===== config.mk =====
export PLATFORM = sky130hd
export DESIGN_NAME = read_subsystem
export DESIGN_NICKNAME = d
export VERILOG_FILES = /design/src/hdl/bus_pkg.sv /design/src/hdl/read_req_if.sv /design/src/hdl/fetch_unit.sv /design/src/hdl/load_unit.sv /design/src/hdl/read_arbiter.sv /design/src/hdl/read_subsystem.sv
export SDC_FILE = /design/constraint.sdc
export NUM_CORES = 1
export LEC_CHECK = 0
export ABC_AREA = 1
export BUFFER_PORTS_ARGS = -buffer_cell sky130_fd_sc_hd__buf_2
export CAP_MARGIN = 40
export CORE_MARGIN = 2
export CORE_UTILIZATION = 54
export DETAILED_ROUTE_END_ITERATION = 8
export GPL_ROUTABILITY_DRIVEN = 1
export PLACE_DENSITY = 0.88
export SLEW_MARGIN = 5
export SYNTH_ARGS = -nofsm -noshare
export SYNTH_HDL_FRONTEND = slang
export SYNTH_SLANG_ARGS = --single-unit

===== constraint.sdc =====
create_clock -name clk -period 4.51 [get_ports clk]
set_input_delay 0.451 -clock clk [delete_from_list [all_inputs] [get_ports clk]]
set_output_delay 0.451 -clock clk [all_outputs]
set_load 0.01 [all_outputs]

===== src/hdl/bus_pkg.sv =====
// ==============================
// bus package
// widths, AXI codes and arbiter states
// for the core's read port
// ==============================

package bus_pkg;

    // ==============================
    // widths with a meaning
    // ==============================
    typedef logic [31:0] addr_t;
    typedef logic [63:0] beat_t;
    typedef logic [31:0] inst_t;
    typedef logic [2:0]  size_t;
    typedef logic [1:0]  resp_t;

    // AXI response codes
    localparam resp_t RESP_OKAY = 2'b00;

    // 4-byte instruction fetch
    localparam size_t FETCH_SIZE = 3'd2;

    // ==============================
    // arbiter FSM
    // ==============================
    typedef enum logic [1:0] {
        ARB_IDLE,
        ARB_ADDR,
        ARB_WAIT,
        ARB_OVER
    } arb_state_e;

endpackage


===== src/hdl/read_req_if.sv =====
// ==============================
// read request interface
// client request and arbiter response
// ==============================
`timescale 1ns/100ps

interface read_req_if import bus_pkg::*; ();

    // request side, driven by the client
    addr_t addr;
    size_t size;
    logic  req_valid;
    logic  req_ready;

    // response side, driven by the arbiter
    beat_t data;
    logic  data_valid;
    logic  data_ready;
    logic  err;

    modport client (
        output addr, size, req_valid, data_ready,
        input  req_ready, data, data_valid, err
    );

    modport arbiter (
        input  addr, size, req_valid, data_ready,
        output req_ready, data, data_valid, err
    );

endinterface


===== src/hdl/fetch_unit.sv =====
// ==============================
// fetch unit
// walks the pc, fetches one instruction at a time
// and drops responses made stale by a redirect
// ==============================
`timescale 1ns/100ps

module fetch_unit import bus_pkg::*; #(
    parameter addr_t reset_pc = 32'h0000_1000
) (
    input  logic      clk,
    input  logic      rst,
    read_req_if.client bus,
    input  logic      redirect,
    input  addr_t     redirect_pc,
    output inst_t     inst,
    output addr_t     inst_pc,
    output logic      inst_valid,
    output logic      inst_error,
    input  logic      inst_ready
);

    addr_t pc;
    logic  in_flight;
    logic  stale;
    logic  req_fire;
    logic  resp_fire;
    logic  inst_fire;

    // whole beat is fetched, half picked later by pc[2]
    assign bus.addr       = {pc[31:3], 3'b000};
    assign bus.size       = FETCH_SIZE;
    assign bus.req_valid  = ~in_flight & ~inst_valid;
    assign bus.data_ready = in_flight;

    assign req_fire  = bus.req_valid & bus.req_ready;
    assign resp_fire = bus.data_valid & bus.data_ready;
    assign inst_fire = inst_valid & inst_ready;

    // ==============================
    // control state
    // ==============================
    always_ff @(posedge clk) begin
        if (rst) begin
            pc         <= reset_pc;
            in_flight  <= 1'b0;
            stale      <= 1'b0;
            inst_valid <= 1'b0;
        end else begin
            if (req_fire) begin
                in_flight <= 1'b1;
            end else if (resp_fire) begin
                in_flight <= 1'b0;
            end

            if (redirect) begin
                // whatever is still on the bus belongs to the old stream
                stale      <= req_fire | (in_flight & ~resp_fire);
                pc         <= redirect_pc;
                inst_valid <= 1'b0;
            end else begin
                if (resp_fire) begin
                    stale <= 1'b0;
                end
                if (resp_fire & ~stale) begin
                    inst_valid <= 1'b1;
                end else if (inst_fire) begin
                    inst_valid <= 1'b0;
                    pc         <= pc + 32'd4;
                end
            end
        end
    end

    // held result
    always_ff @(posedge clk) begin
        if (resp_fire) begin
            inst       <= pc[2] ? bus.data[63:32] : bus.data[31:0];
            inst_pc    <= pc;
            inst_error <= bus.err;
        end
    end

endmodule


===== src/hdl/load_unit.sv =====
// ==============================
// load unit
// one load at a time, lane select and extension
// ==============================
`timescale 1ns/100ps

module load_unit import bus_pkg::*; (
    input  logic      clk,
    input  logic      rst,
    read_req_if.client bus,
    input  addr_t     load_addr,
    input  size_t     load_size,
    input  logic      load_signed,
    input  logic      load_valid,
    output logic      load_ready,
    output beat_t     load_data,
    output logic      load_data_valid,
    output logic      load_error,
    input  logic      load_data_ready
);

    // held request
    addr_t addr_q;
    size_t size_q;
    logic  signed_q;

    logic  busy;
    logic  sent;
    logic  take;
    logic  req_fire;
    logic  resp_fire;
    logic  done;
    beat_t shifted;
    beat_t extended;

    assign load_ready     = ~busy;
    assign take           = load_valid & load_ready;
    assign bus.addr       = {addr_q[31:3], 3'b000};
    assign bus.size       = size_q;
    assign bus.req_valid  = busy & ~sent & ~load_data_valid;
    assign bus.data_ready = sent;

    assign req_fire  = bus.req_valid & bus.req_ready;
    assign resp_fire = bus.data_valid & bus.data_ready;
    assign done      = load_data_valid & load_data_ready;

    // ==============================
    // align and extend
    // ==============================
    assign shifted = bus.data >> {addr_q[2:0], 3'b000};

    always_comb begin
        case (size_q)
            3'd0: extended = {{56{signed_q & shifted[7]}}, shifted[7:0]};
            3'd1: extended = {{48{signed_q & shifted[15]}}, shifted[15:0]};
            3'd2: extended = {{32{signed_q & shifted[31]}}, shifted[31:0]};
            default: extended = shifted;
        endcase
    end

    always_ff @(posedge clk) begin
        if (rst) begin
            busy            <= 1'b0;
            sent            <= 1'b0;
            load_data_valid <= 1'b0;
        end else begin
            if (take) begin
                busy <= 1'b1;
            end else if (done) begin
                busy <= 1'b0;
            end
            if (req_fire) begin
                sent <= 1'b1;
            end else if (resp_fire) begin
                sent <= 1'b0;
            end
            if (resp_fire) begin
                load_data_valid <= 1'b1;
            end else if (done) begin
                load_data_valid <= 1'b0;
            end
        end
    end

    always_ff @(posedge clk) begin
        if (take) begin
            addr_q   <= load_addr;
            size_q   <= load_size;
            signed_q <= load_signed;
        end
        if (resp_fire) begin
            load_data  <= extended;
            load_error <= bus.err;
        end
    end

endmodule


===== src/hdl/read_arbiter.sv =====
// ==============================
// read arbiter
// load-first arbitration onto one
// single-beat AXI read channel
// ==============================
`timescale 1ns/100ps

module read_arbiter import bus_pkg::*; (
    input  logic       clk,
    input  logic       rst,
    read_req_if.arbiter fetch,
    read_req_if.arbiter load,
    input  logic       arready,
    output logic       arvalid,
    output addr_t      araddr,
    output size_t      arsize,
    output logic       rready,
    input  logic       rvalid,
    input  resp_t      rresp,
    input  beat_t      rdata,
    input  logic       rlast,
    input  logic [3:0] rid
);

    // fixed transaction id, single beat
    localparam logic [3:0] AXI_ID = 4'd0;

    arb_state_e state;
    arb_state_e state_next;

    // owner of the current transaction
    logic  owner_load;
    logic  load_take;
    logic  fetch_take;
    logic  last_beat;
    logic  client_done;
    beat_t rdata_q;
    logic  err_q;

    // ==============================
    // request side
    // ==============================
    assign load.req_ready  = (state == ARB_IDLE);
    assign fetch.req_ready = (state == ARB_IDLE) & ~load.req_valid;

    assign load_take  = load.req_valid & load.req_ready;
    assign fetch_take = fetch.req_valid & fetch.req_ready;

    assign arvalid   = (state == ARB_ADDR);
    assign rready    = (state == ARB_WAIT);
    assign last_beat = rvalid & rready & rlast;

    // ==============================
    // response side
    // ==============================
    assign load.data_valid  = (state == ARB_OVER) & owner_load;
    assign fetch.data_valid = (state == ARB_OVER) & ~owner_load;
    assign load.data        = rdata_q;
    assign fetch.data       = rdata_q;
    assign load.err         = err_q;
    assign fetch.err        = err_q;

    assign client_done = (load.data_valid & load.data_ready) |
                         (fetch.data_valid & fetch.data_ready);

    always_comb begin
        state_next = state;
        case (state)
            ARB_IDLE: begin
                if (load_take | fetch_take) begin
                    state_next = ARB_ADDR;
                end
            end
            ARB_ADDR: begin
                if (arready) begin
                    state_next = ARB_WAIT;
                end
            end
            ARB_WAIT: begin
                if (last_beat) begin
                    state_next = ARB_OVER;
                end
            end
            ARB_OVER: begin
                if (client_done) begin
                    state_next = ARB_IDLE;
                end
            end
            default: state_next = ARB_IDLE;
        endcase
    end

    always_ff @(posedge clk) begin
        if (rst) begin
            state      <= ARB_IDLE;
            owner_load <= 1'b0;
        end else begin
            state <= state_next;
            if (load_take | fetch_take) begin
                owner_load <= load_take;
            end
        end
    end

    // address and size latched on the request transfer
    always_ff @(posedge clk) begin
        if (load_take) begin
            araddr <= load.addr;
            arsize <= load.size;
        end else if (fetch_take) begin
            araddr <= fetch.addr;
            arsize <= fetch.size;
        end
    end

    // error flag travels with its data
    always_ff @(posedge clk) begin
        if (last_beat) begin
            rdata_q <= rdata;
            err_q   <= (rresp != RESP_OKAY) || (rid != AXI_ID);
        end
    end

endmodule


===== src/hdl/read_subsystem.sv =====
// ==============================
// read subsystem top
// fetch and load clients sharing one
// AXI read port through the arbiter
// ==============================
`timescale 1ns/100ps

module read_subsystem import bus_pkg::*; #(
    parameter addr_t reset_pc = 32'h0000_1000
) (
    input  logic       clk,
    input  logic       rst,
    // fetch side
    input  logic       redirect,
    input  addr_t      redirect_pc,
    output inst_t      inst,
    output addr_t      inst_pc,
    output logic       inst_valid,
    input  logic       inst_ready,
    // load side
    input  addr_t      load_addr,
    input  size_t      load_size,
    input  logic       load_signed,
    input  logic       load_valid,
    output logic       load_ready,
    output beat_t      load_data,
    output logic       load_data_valid,
    input  logic       load_data_ready,
    output logic       bus_error,
    // AXI read address channel
    output addr_t      araddr,
    output size_t      arsize,
    output logic       arvalid,
    input  logic       arready,
    // AXI read data channel
    input  beat_t      rdata,
    input  resp_t      rresp,
    input  logic [3:0] rid,
    input  logic       rlast,
    input  logic       rvalid,
    output logic       rready
);

    logic inst_error;
    logic load_error;

    read_req_if fetch_bus ();
    read_req_if load_bus ();

    // error only counts alongside a valid result
    assign bus_error = (inst_valid & inst_error) | (load_data_valid & load_error);

    fetch_unit #(
        .reset_pc (reset_pc)
    ) u_fetch (
        .clk         (clk),
        .rst         (rst),
        .bus         (fetch_bus.client),
        .redirect    (redirect),
        .redirect_pc (redirect_pc),
        .inst        (inst),
        .inst_pc     (inst_pc),
        .inst_valid  (inst_valid),
        .inst_error  (inst_error),
        .inst_ready  (inst_ready)
    );

    load_unit u_load (
        .clk             (clk),
        .rst             (rst),
        .bus             (load_bus.client),
        .load_addr       (load_addr),
        .load_size       (load_size),
        .load_signed     (load_signed),
        .load_valid      (load_valid),
        .load_ready      (load_ready),
        .load_data       (load_data),
        .load_data_valid (load_data_valid),
        .load_error      (load_error),
        .load_data_ready (load_data_ready)
    );

    read_arbiter u_arb (
        .clk     (clk),
        .rst     (rst),
        .fetch   (fetch_bus.arbiter),
        .load    (load_bus.arbiter),
        .arready (arready),
        .arvalid (arvalid),
        .araddr  (araddr),
        .arsize  (arsize),
        .rready  (rready),
        .rvalid  (rvalid),
        .rresp   (rresp),
        .rdata   (rdata),
        .rlast   (rlast),
        .rid     (rid)
    );

endmodule


==> results of run 1 <==
-- cells in the mapped netlist, types with 15 or more instances --
cell type / number
a21oi_1: 45
buf_2: 22
buf_6: 15
clkbuf_1: 31
dfxtp_1: 41
edfxtp_1: 263
inv_1: 80
nand2_1: 344
nand3_1: 67
nand4_1: 39
nor2_1: 91
o211ai_1: 19
o21ai_0: 148
-- logic make-up (layout without fill, tap and decap cells) --
| family | after synthesis | after routing |
|---|---|---|
| AND/OR/NAND/NOR | 580 | 580 |
| flip-flops | 304 | 304 |
| AO/OA/AOI/OAI | 243 | 243 |
| buffers and inverters | 163 | 470 |
| multiplexers | 9 | 9 |
| XOR/XNOR | 8 | 8 |
| adder cells (fa/ha/maj) | 5 | 5 |
| other | 1 | 12 |
-- per-layer routing --
layer	GRT usage, %	vias up	part of all wire (%)
li1	-	5136	-
met3	3.82	81	9.6
met1	38.3	5171	40
met4	10.9	2	3.6
met2	43.7	655	47
met5	0	-	0.035
-- cell type report --
cell class | count | area, um2 | share of cell area [%]
flip-flops and latches | 304 | 8720 | 53.6
multi-input cells | 848 | 4070 | 25.0
repair buffers | 330 | 1760 | 10.8
clock buffers | 44 | 813 | 5.00
well taps | 330 | 413 | 2.54
inverters | 84 | 323 | 1.98
clock inverters | 12 | 143 | 0.877
diodes | 9 | 22.5 | 0.138
-- power groups by stage --
stage / Combinational (uW) / Clock, uW / Sequential, uW
floorplan: 513 / 0 / 3640
global placement: 955 / 0 / 3580
detailed placement: 1010 / 0 / 3590
CTS: 1030 / 2450 / 3530
global route: 1120 / 2570 / 3550
finish: 1030 / 2430 / 3530
-- worst max-delay path by stage --
stage	slack, ns	from	cells past startpoint	end
6_report	1.47	u_load.addr_q[0]	7	u_load.load_data[48]
5_1_grt	1.20	u_load.addr_q[0]	7	u_load.load_data[38]
4_1_cts	1.50	u_load.addr_q[0]	7	u_load.load_data[62]
3_5_place_dp	1.51	u_load.addr_q[0]	7	u_load.load_data[57]
3_3_place_gp	1.58	u_load.addr_q[0]	7	u_load.load_data[32]
2_1_floorplan	0.59	u_arb.state[0]	4	u_arb.fetch.data[0]
-- state kept, by name, indices dropped and copies added, names as in the netlist, 2 cells and up --
| signal | flops |
|---|---|
| u_load.load_data | 64 |
| u_arb.arsize | 3 |
| u_load.addr_q | 32 |
| u_arb.state | 2 |
| u_fetch.pc | 32 |
| u_arb.fetch.data | 64 |
| u_arb.araddr | 29 |
| u_load.bus.size | 3 |
| u_fetch.inst_pc | 32 |
| u_fetch.inst | 32 |
-- per-stage QoR --
step                      util, %  hold slack [ns]  power (uW)  worst slack (ns)
after global placement       61.0            0.406        4540              1.58
after CTS                    65.2           0.0569        7010              1.50
after floorplan                 -            0.403        4160             0.589
after detailed placement     61.4            0.422        4590              1.51
final                        65.4           0.0701        7000              1.47
after global routing         65.3           0.0463        7250              1.20
-- worst max-delay path, stage by stage (launching register included) --
cell,delay (ns)
edfxtp_1,0.61
buf_4,0.59
o21ai_0,0.19
mux2i_1,0.20
o21ai_2,0.09
nand2_1,0.54
buf_4,0.41
nand4_1,0.14
==> impl_metrics.env, run 1 <==
export IMPL_crit_path_end_kind="flip-flop"
export IMPL_synth_top_family_by_area="simple AND/OR/NAND/NOR gates"
export IMPL_most_common_layout_cells="nand2_1 (344), buf_2 (312), edfxtp_1 (263)"
export IMPL_yosys_warnings=0
export IMPL_ys_top_cells_by_area="edfxtp_1 (58%), nand2_1 (9.5%), dfxtp_1 (6.1%)"
export IMPL_fin_area_um2=16300
export IMPL_dpl_hpwl_um=26700
export IMPL_synthMuxAreaShare_pct=0.664
export IMPL_tns_ns=0
export IMPL_worst_slew_pin_slew_ns=0.926
export IMPL_async_flop_share_pct=0
export IMPL_slew_headroom_pct=38.2
export IMPL_peakVddDrop_mv=0.417
export IMPL_wire_per_inst_um=19.1
export IMPL_path_class="reg2reg"
export IMPL_die_w_um=162
export IMPL_ys_ff_latch=304
export IMPL_grt_overflow=0
export IMPL_fill_cells=1872
export IMPL_timing_final_crit_share_pct=67.4
export IMPL_final_setup_viol_count=0
export IMPL_cts_max_path_buffers=3
export IMPL_synth_compound_area_share_pct=9.84
export IMPL_p_sw_share_pct=26.3
export IMPL_synth_area_per_cell_um2=10.3
export IMPL_netlist_area_leader_share_pct=58.2
export IMPL_rrSetupSlack_ns=1.47
export IMPL_final_common_cell="nand2_1"
export IMPL_die_h_um=162
export IMPL_place_area_um2=15300
export IMPL_start_kind="flip-flop"
export IMPL_htreeDepth=1
export IMPL_synth_xor_area_share_pct=0.517
export IMPL_grt_pass1_vias=10100
export IMPL_antenna_found_initial=9
export IMPL_ant_nets=0
export IMPL_syn_to_final_growth_pct=19.9
export IMPL_drt_iter0_drc=1358
export IMPL_yosysSeqAreaShare_pct=64.3
export IMPL_r2r_start="u_load.addr_q[0]"
export IMPL_fin_cells=1961
export IMPL_ctsHoldBuffers=0
export IMPL_status="finished clean"
export IMPL_fin_crit_ns=3.04
export IMPL_critPathMaxFanout=71
export IMPL_path_clk_slew_ns=0.06
export IMPL_track_usage_pct=27.4
export IMPL_whs_endpoint="u_arb.fetch.data[12]"
export IMPL_netlist_area_um2=13600
export IMPL_ys_types=44
export IMPL_p_clk_share_pct=34.7
export IMPL_core_area_um2=24900
export IMPL_layout_drive_gt1_share_pct=24.8
export IMPL_leakage_uw=0.00658
export IMPL_fin_worst_skew_ns=0.0162
export IMPL_yosysTopAreaCell="edfxtp_1"
export IMPL_cts_setup_buffers=0
export IMPL_cts_tree="done"
export IMPL_seq_power_share_pct=50.5
export IMPL_hold_viol=0
export IMPL_p_int_uw=5160
export IMPL_r2r_cells=7
export IMPL_netSwitchingPower_uw=1840
export IMPL_grt_pass1_wl_um=55400
export IMPL_gp_congestion=0.950
export IMPL_route_detailed_drc=0
export IMPL_cap_viol_max_count=0
export IMPL_rsz0062_at_grt="false"
export IMPL_crit_required_ns=4.78
export IMPL_layout_nets=1750
export IMPL_cp_arrival_ns=3.31
export IMPL_root_buffer="clkbuf_16"
export IMPL_dp_cells=1895
export IMPL_r2r_end="u_load.load_data[48]"
export IMPL_start_util_pct=54.5
export IMPL_wirelength_um=37400
export IMPL_synth_cells=1313
export IMPL_io_pins=316
export IMPL_insertion_delay_ns=0.55
export IMPL_rows=58
export IMPL_synth_main_ff_cell="edfxtp_1"
export IMPL_cts_made_buffers=30
export IMPL_clock_sinks=304
export IMPL_first_pass_iters=6
export IMPL_vias=11000
export IMPL_power_density_nw_per_um2=430
export IMPL_synth_adder_area_share_pct=0.461
export IMPL_slew_violations=0
export IMPL_synth_edf_count=263
export IMPL_io_buffer_count=312
export IMPL_min_path_cells=1
export IMPL_power_frac_comb_pct=14.7
export IMPL_yosys_area_share_simple_pct=18.3
export IMPL_hold_path_class="in2reg"
export IMPL_cts_resized=0
export IMPL_hp_start="rdata[12]"
export IMPL_dieArea_um2=26400
export IMPL_fmax_mhz=329
export IMPL_vias_per_cell=5.63
export IMPL_grt_max_degree=72
Power figures use the tool's default switching activity.
==> inputs of run 2 (changes only) <==
==> constraint.sdc (replaced) <==
create_clock -name clk -period 2.9 [get_ports clk]
set_input_delay 0.29 -clock clk [delete_from_list [all_inputs] [get_ports clk]]
set_output_delay 0.29 -clock clk [all_outputs]
set_load 0.01 [all_outputs]
==> run 2 against run 1 <==
Compared with the run above:
- the flow now finishes with violations (design-rule violations)
- first-iteration DRC count is 16% higher
- combinational power is 69% higher
- sequential share of layout area is 3.3 points lower
- wire length is 11% higher
- clock power is 60% higher
- setup slack worse by 0.98 ns
- largest power group unchanged
==> impl_metrics.env, run 2 (same netlist as run 1, synthesis figures left out) <==
export IMPL_status="finished with violations"
export IMPL_violations="design-rule violations"
export IMPL_wirelength_um=41300
export IMPL_fin_cells=2064
export IMPL_core_area_um2=24900
export IMPL_rsz0062_at_grt="false"
export IMPL_layout_drive_gt1_share_pct=24.1
export IMPL_track_usage_pct=30.5
export IMPL_path_cells="buf_4 -> o21ai_0 -> a21oi_1 -> o21ai_0 -> o211ai_1 -> nand3_1"
export IMPL_rows=58
export IMPL_hp_start="redirect_pc[3]"
export IMPL_insertion_delay_ns=0.56
export IMPL_final_setup_viol_count=0
export IMPL_fin_area_um2=17300
export IMPL_grt_overflow=0
export IMPL_vias_per_cell=5.78
export IMPL_r2r_end="u_load.load_data[20]"
export IMPL_critPathMaxFanout=69
export IMPL_crit_path_end_kind="flip-flop"
export IMPL_root_buffer="clkbuf_16"
export IMPL_drt_iter0_drc=1579
export IMPL_place_area_um2=15300
export IMPL_wire_per_inst_um=20.0
export IMPL_htreeDepth=1
export IMPL_fin_crit_ns=2.41
export IMPL_antenna_found_initial=5
export IMPL_fin_worst_skew_ns=0.0111
export IMPL_cts_tree="done"
export IMPL_p_sw_share_pct=27.2
export IMPL_min_path_cells=3
export IMPL_hold_viol=0
export IMPL_layout_nets=1857
export IMPL_peakVddDrop_mv=0.619
export IMPL_clock_sinks=304
export IMPL_critical_path_startpoint="u_load.addr_q[0]"
export IMPL_leakage_uw=0.00704
export IMPL_cp_slowest_cell="edfxtp_1"
export IMPL_r2r_start="u_load.addr_q[0]"
export IMPL_most_common_layout_cells="nand2_1 (344), buf_2 (312), edfxtp_1 (263)"
export IMPL_dieArea_um2=26400
export IMPL_r2r_cells=6
export IMPL_power_density_nw_per_um2=642
export IMPL_dpl_hpwl_um=26700
export IMPL_io_buffer_count=312
export IMPL_start_util_pct=54.5
export IMPL_path_clk_slew_ns=0.06
export IMPL_die_h_um=162
export IMPL_seq_power_share_pct=49.4
export IMPL_rrSetupSlack_ns=0.49
export IMPL_cts_setup_buffers=0
export IMPL_p_int_uw=8090
export IMPL_grt_pass1_wl_um=61900
export IMPL_max_stage_delay_ns=0.62
export IMPL_path_delay_family="compound AO/OA/AOI/OAI gates"
export IMPL_path_class="reg2reg"
export IMPL_slew_headroom_pct=52.9
export IMPL_vias=11900
export IMPL_grt_pass1_vias=11100
export IMPL_start_kind="flip-flop"
export IMPL_worst_slew_pin_slew_ns=0.705
export IMPL_cap_viol_max_count=0
export IMPL_hold_worst_slack_ns=0.0125
export IMPL_syn_to_final_growth_pct=27.7
export IMPL_p_clk_share_pct=34.9
export IMPL_gp_congestion=0.955
export IMPL_whs_endpoint="u_fetch.pc[3]"
export IMPL_cts_max_path_buffers=3
export IMPL_dp_cells=1898
export IMPL_power_frac_comb_pct=15.7
export IMPL_io_pins=316
export IMPL_crit_required_ns=3.19
export IMPL_first_pass_iters=9
export IMPL_grt_max_degree=70
export IMPL_fmax_mhz=416
export IMPL_netSwitchingPower_uw=3030
export IMPL_tns_ns=0
export IMPL_cp_arrival_ns=2.69
export IMPL_die_w_um=162
export IMPL_cp_num_buf_inv=1
export IMPL_route_detailed_drc=9
export IMPL_final_common_cell="nand2_1"
export IMPL_ant_nets=0
export IMPL_cp_common_cell="o21ai_0"
export IMPL_slew_violations=0
export IMPL_timing_final_crit_share_pct=82.9
export IMPL_cts_made_buffers=30
export IMPL_hold_path_class="in2reg"
[run 2: repair_timing]
action                                 4_1_cts  5_1_grt
resized for setup                            0        0
hold buffers                               105        0
endpoints found under the hold margin      103        0
[run 2: final cells by class]
type | instances | area, um2
Sequential cell | 304 | 8720
Fill cell | 1713 | 7570
Multi-Input combinational cell | 848 | 4070
Timing Repair Buffer | 437 | 2810
Clock buffer | 38 | 822
Tap cell | 330 | 413
Inverter | 84 | 323
Clock inverter | 18 | 153
Antenna cell | 5 | 12.5
[run 2: metal layers]
metal	wire length (um)	global-route usage, %	up-vias
li1	-	-	5342
met1	15400	41.4	5472
met2	19100	48.2	955
met3	4740	5.35	158
met4	2170	14.1	0
met5	0	0	-
[run 2: how the worst max path moves through the flow]
stage                                 to  slack, ns  cells past startpoint
detailed placement  u_load.load_data[20]       0.61                      6
global route        u_load.load_data[20]       0.34                      6
floorplan            u_arb.fetch.data[0]       0.06                      4
global placement    u_load.load_data[11]       0.72                      6
finish              u_load.load_data[20]       0.49                      6
CTS                 u_load.load_data[12]       0.61                      9
[run 2: worst register-to-register path, stage by stage, from the launching register on]
cell      delay, ns
edfxtp_1       0.62
buf_4          0.61
o21ai_0        0.34
a21oi_1        0.22
o21ai_0        0.13
o211ai_1       0.11
nand3_1        0.09
[run 2: stage by stage]
stage | power, uW | utilization [%] | setup slack, ns
after detailed placement | 7130 | 61.4 | 0.612
after global placement | 7040 | 61.3 | 0.722
after CTS | 11100 | 69.5 | 0.610
final | 11100 | 69.6 | 0.495
after global routing | 11500 | 69.6 | 0.335
after floorplan | 6460 | - | 0.0632
[run 2: power groups by stage]
stage	logic, uW	clock network [uW]	registers [uW]
floorplan	799	0	5660
global placement	1490	0	5560
detailed placement	1570	0	5570
CTS	1700	3870	5480
global route	1880	4070	5520
finish	1740	3880	5490
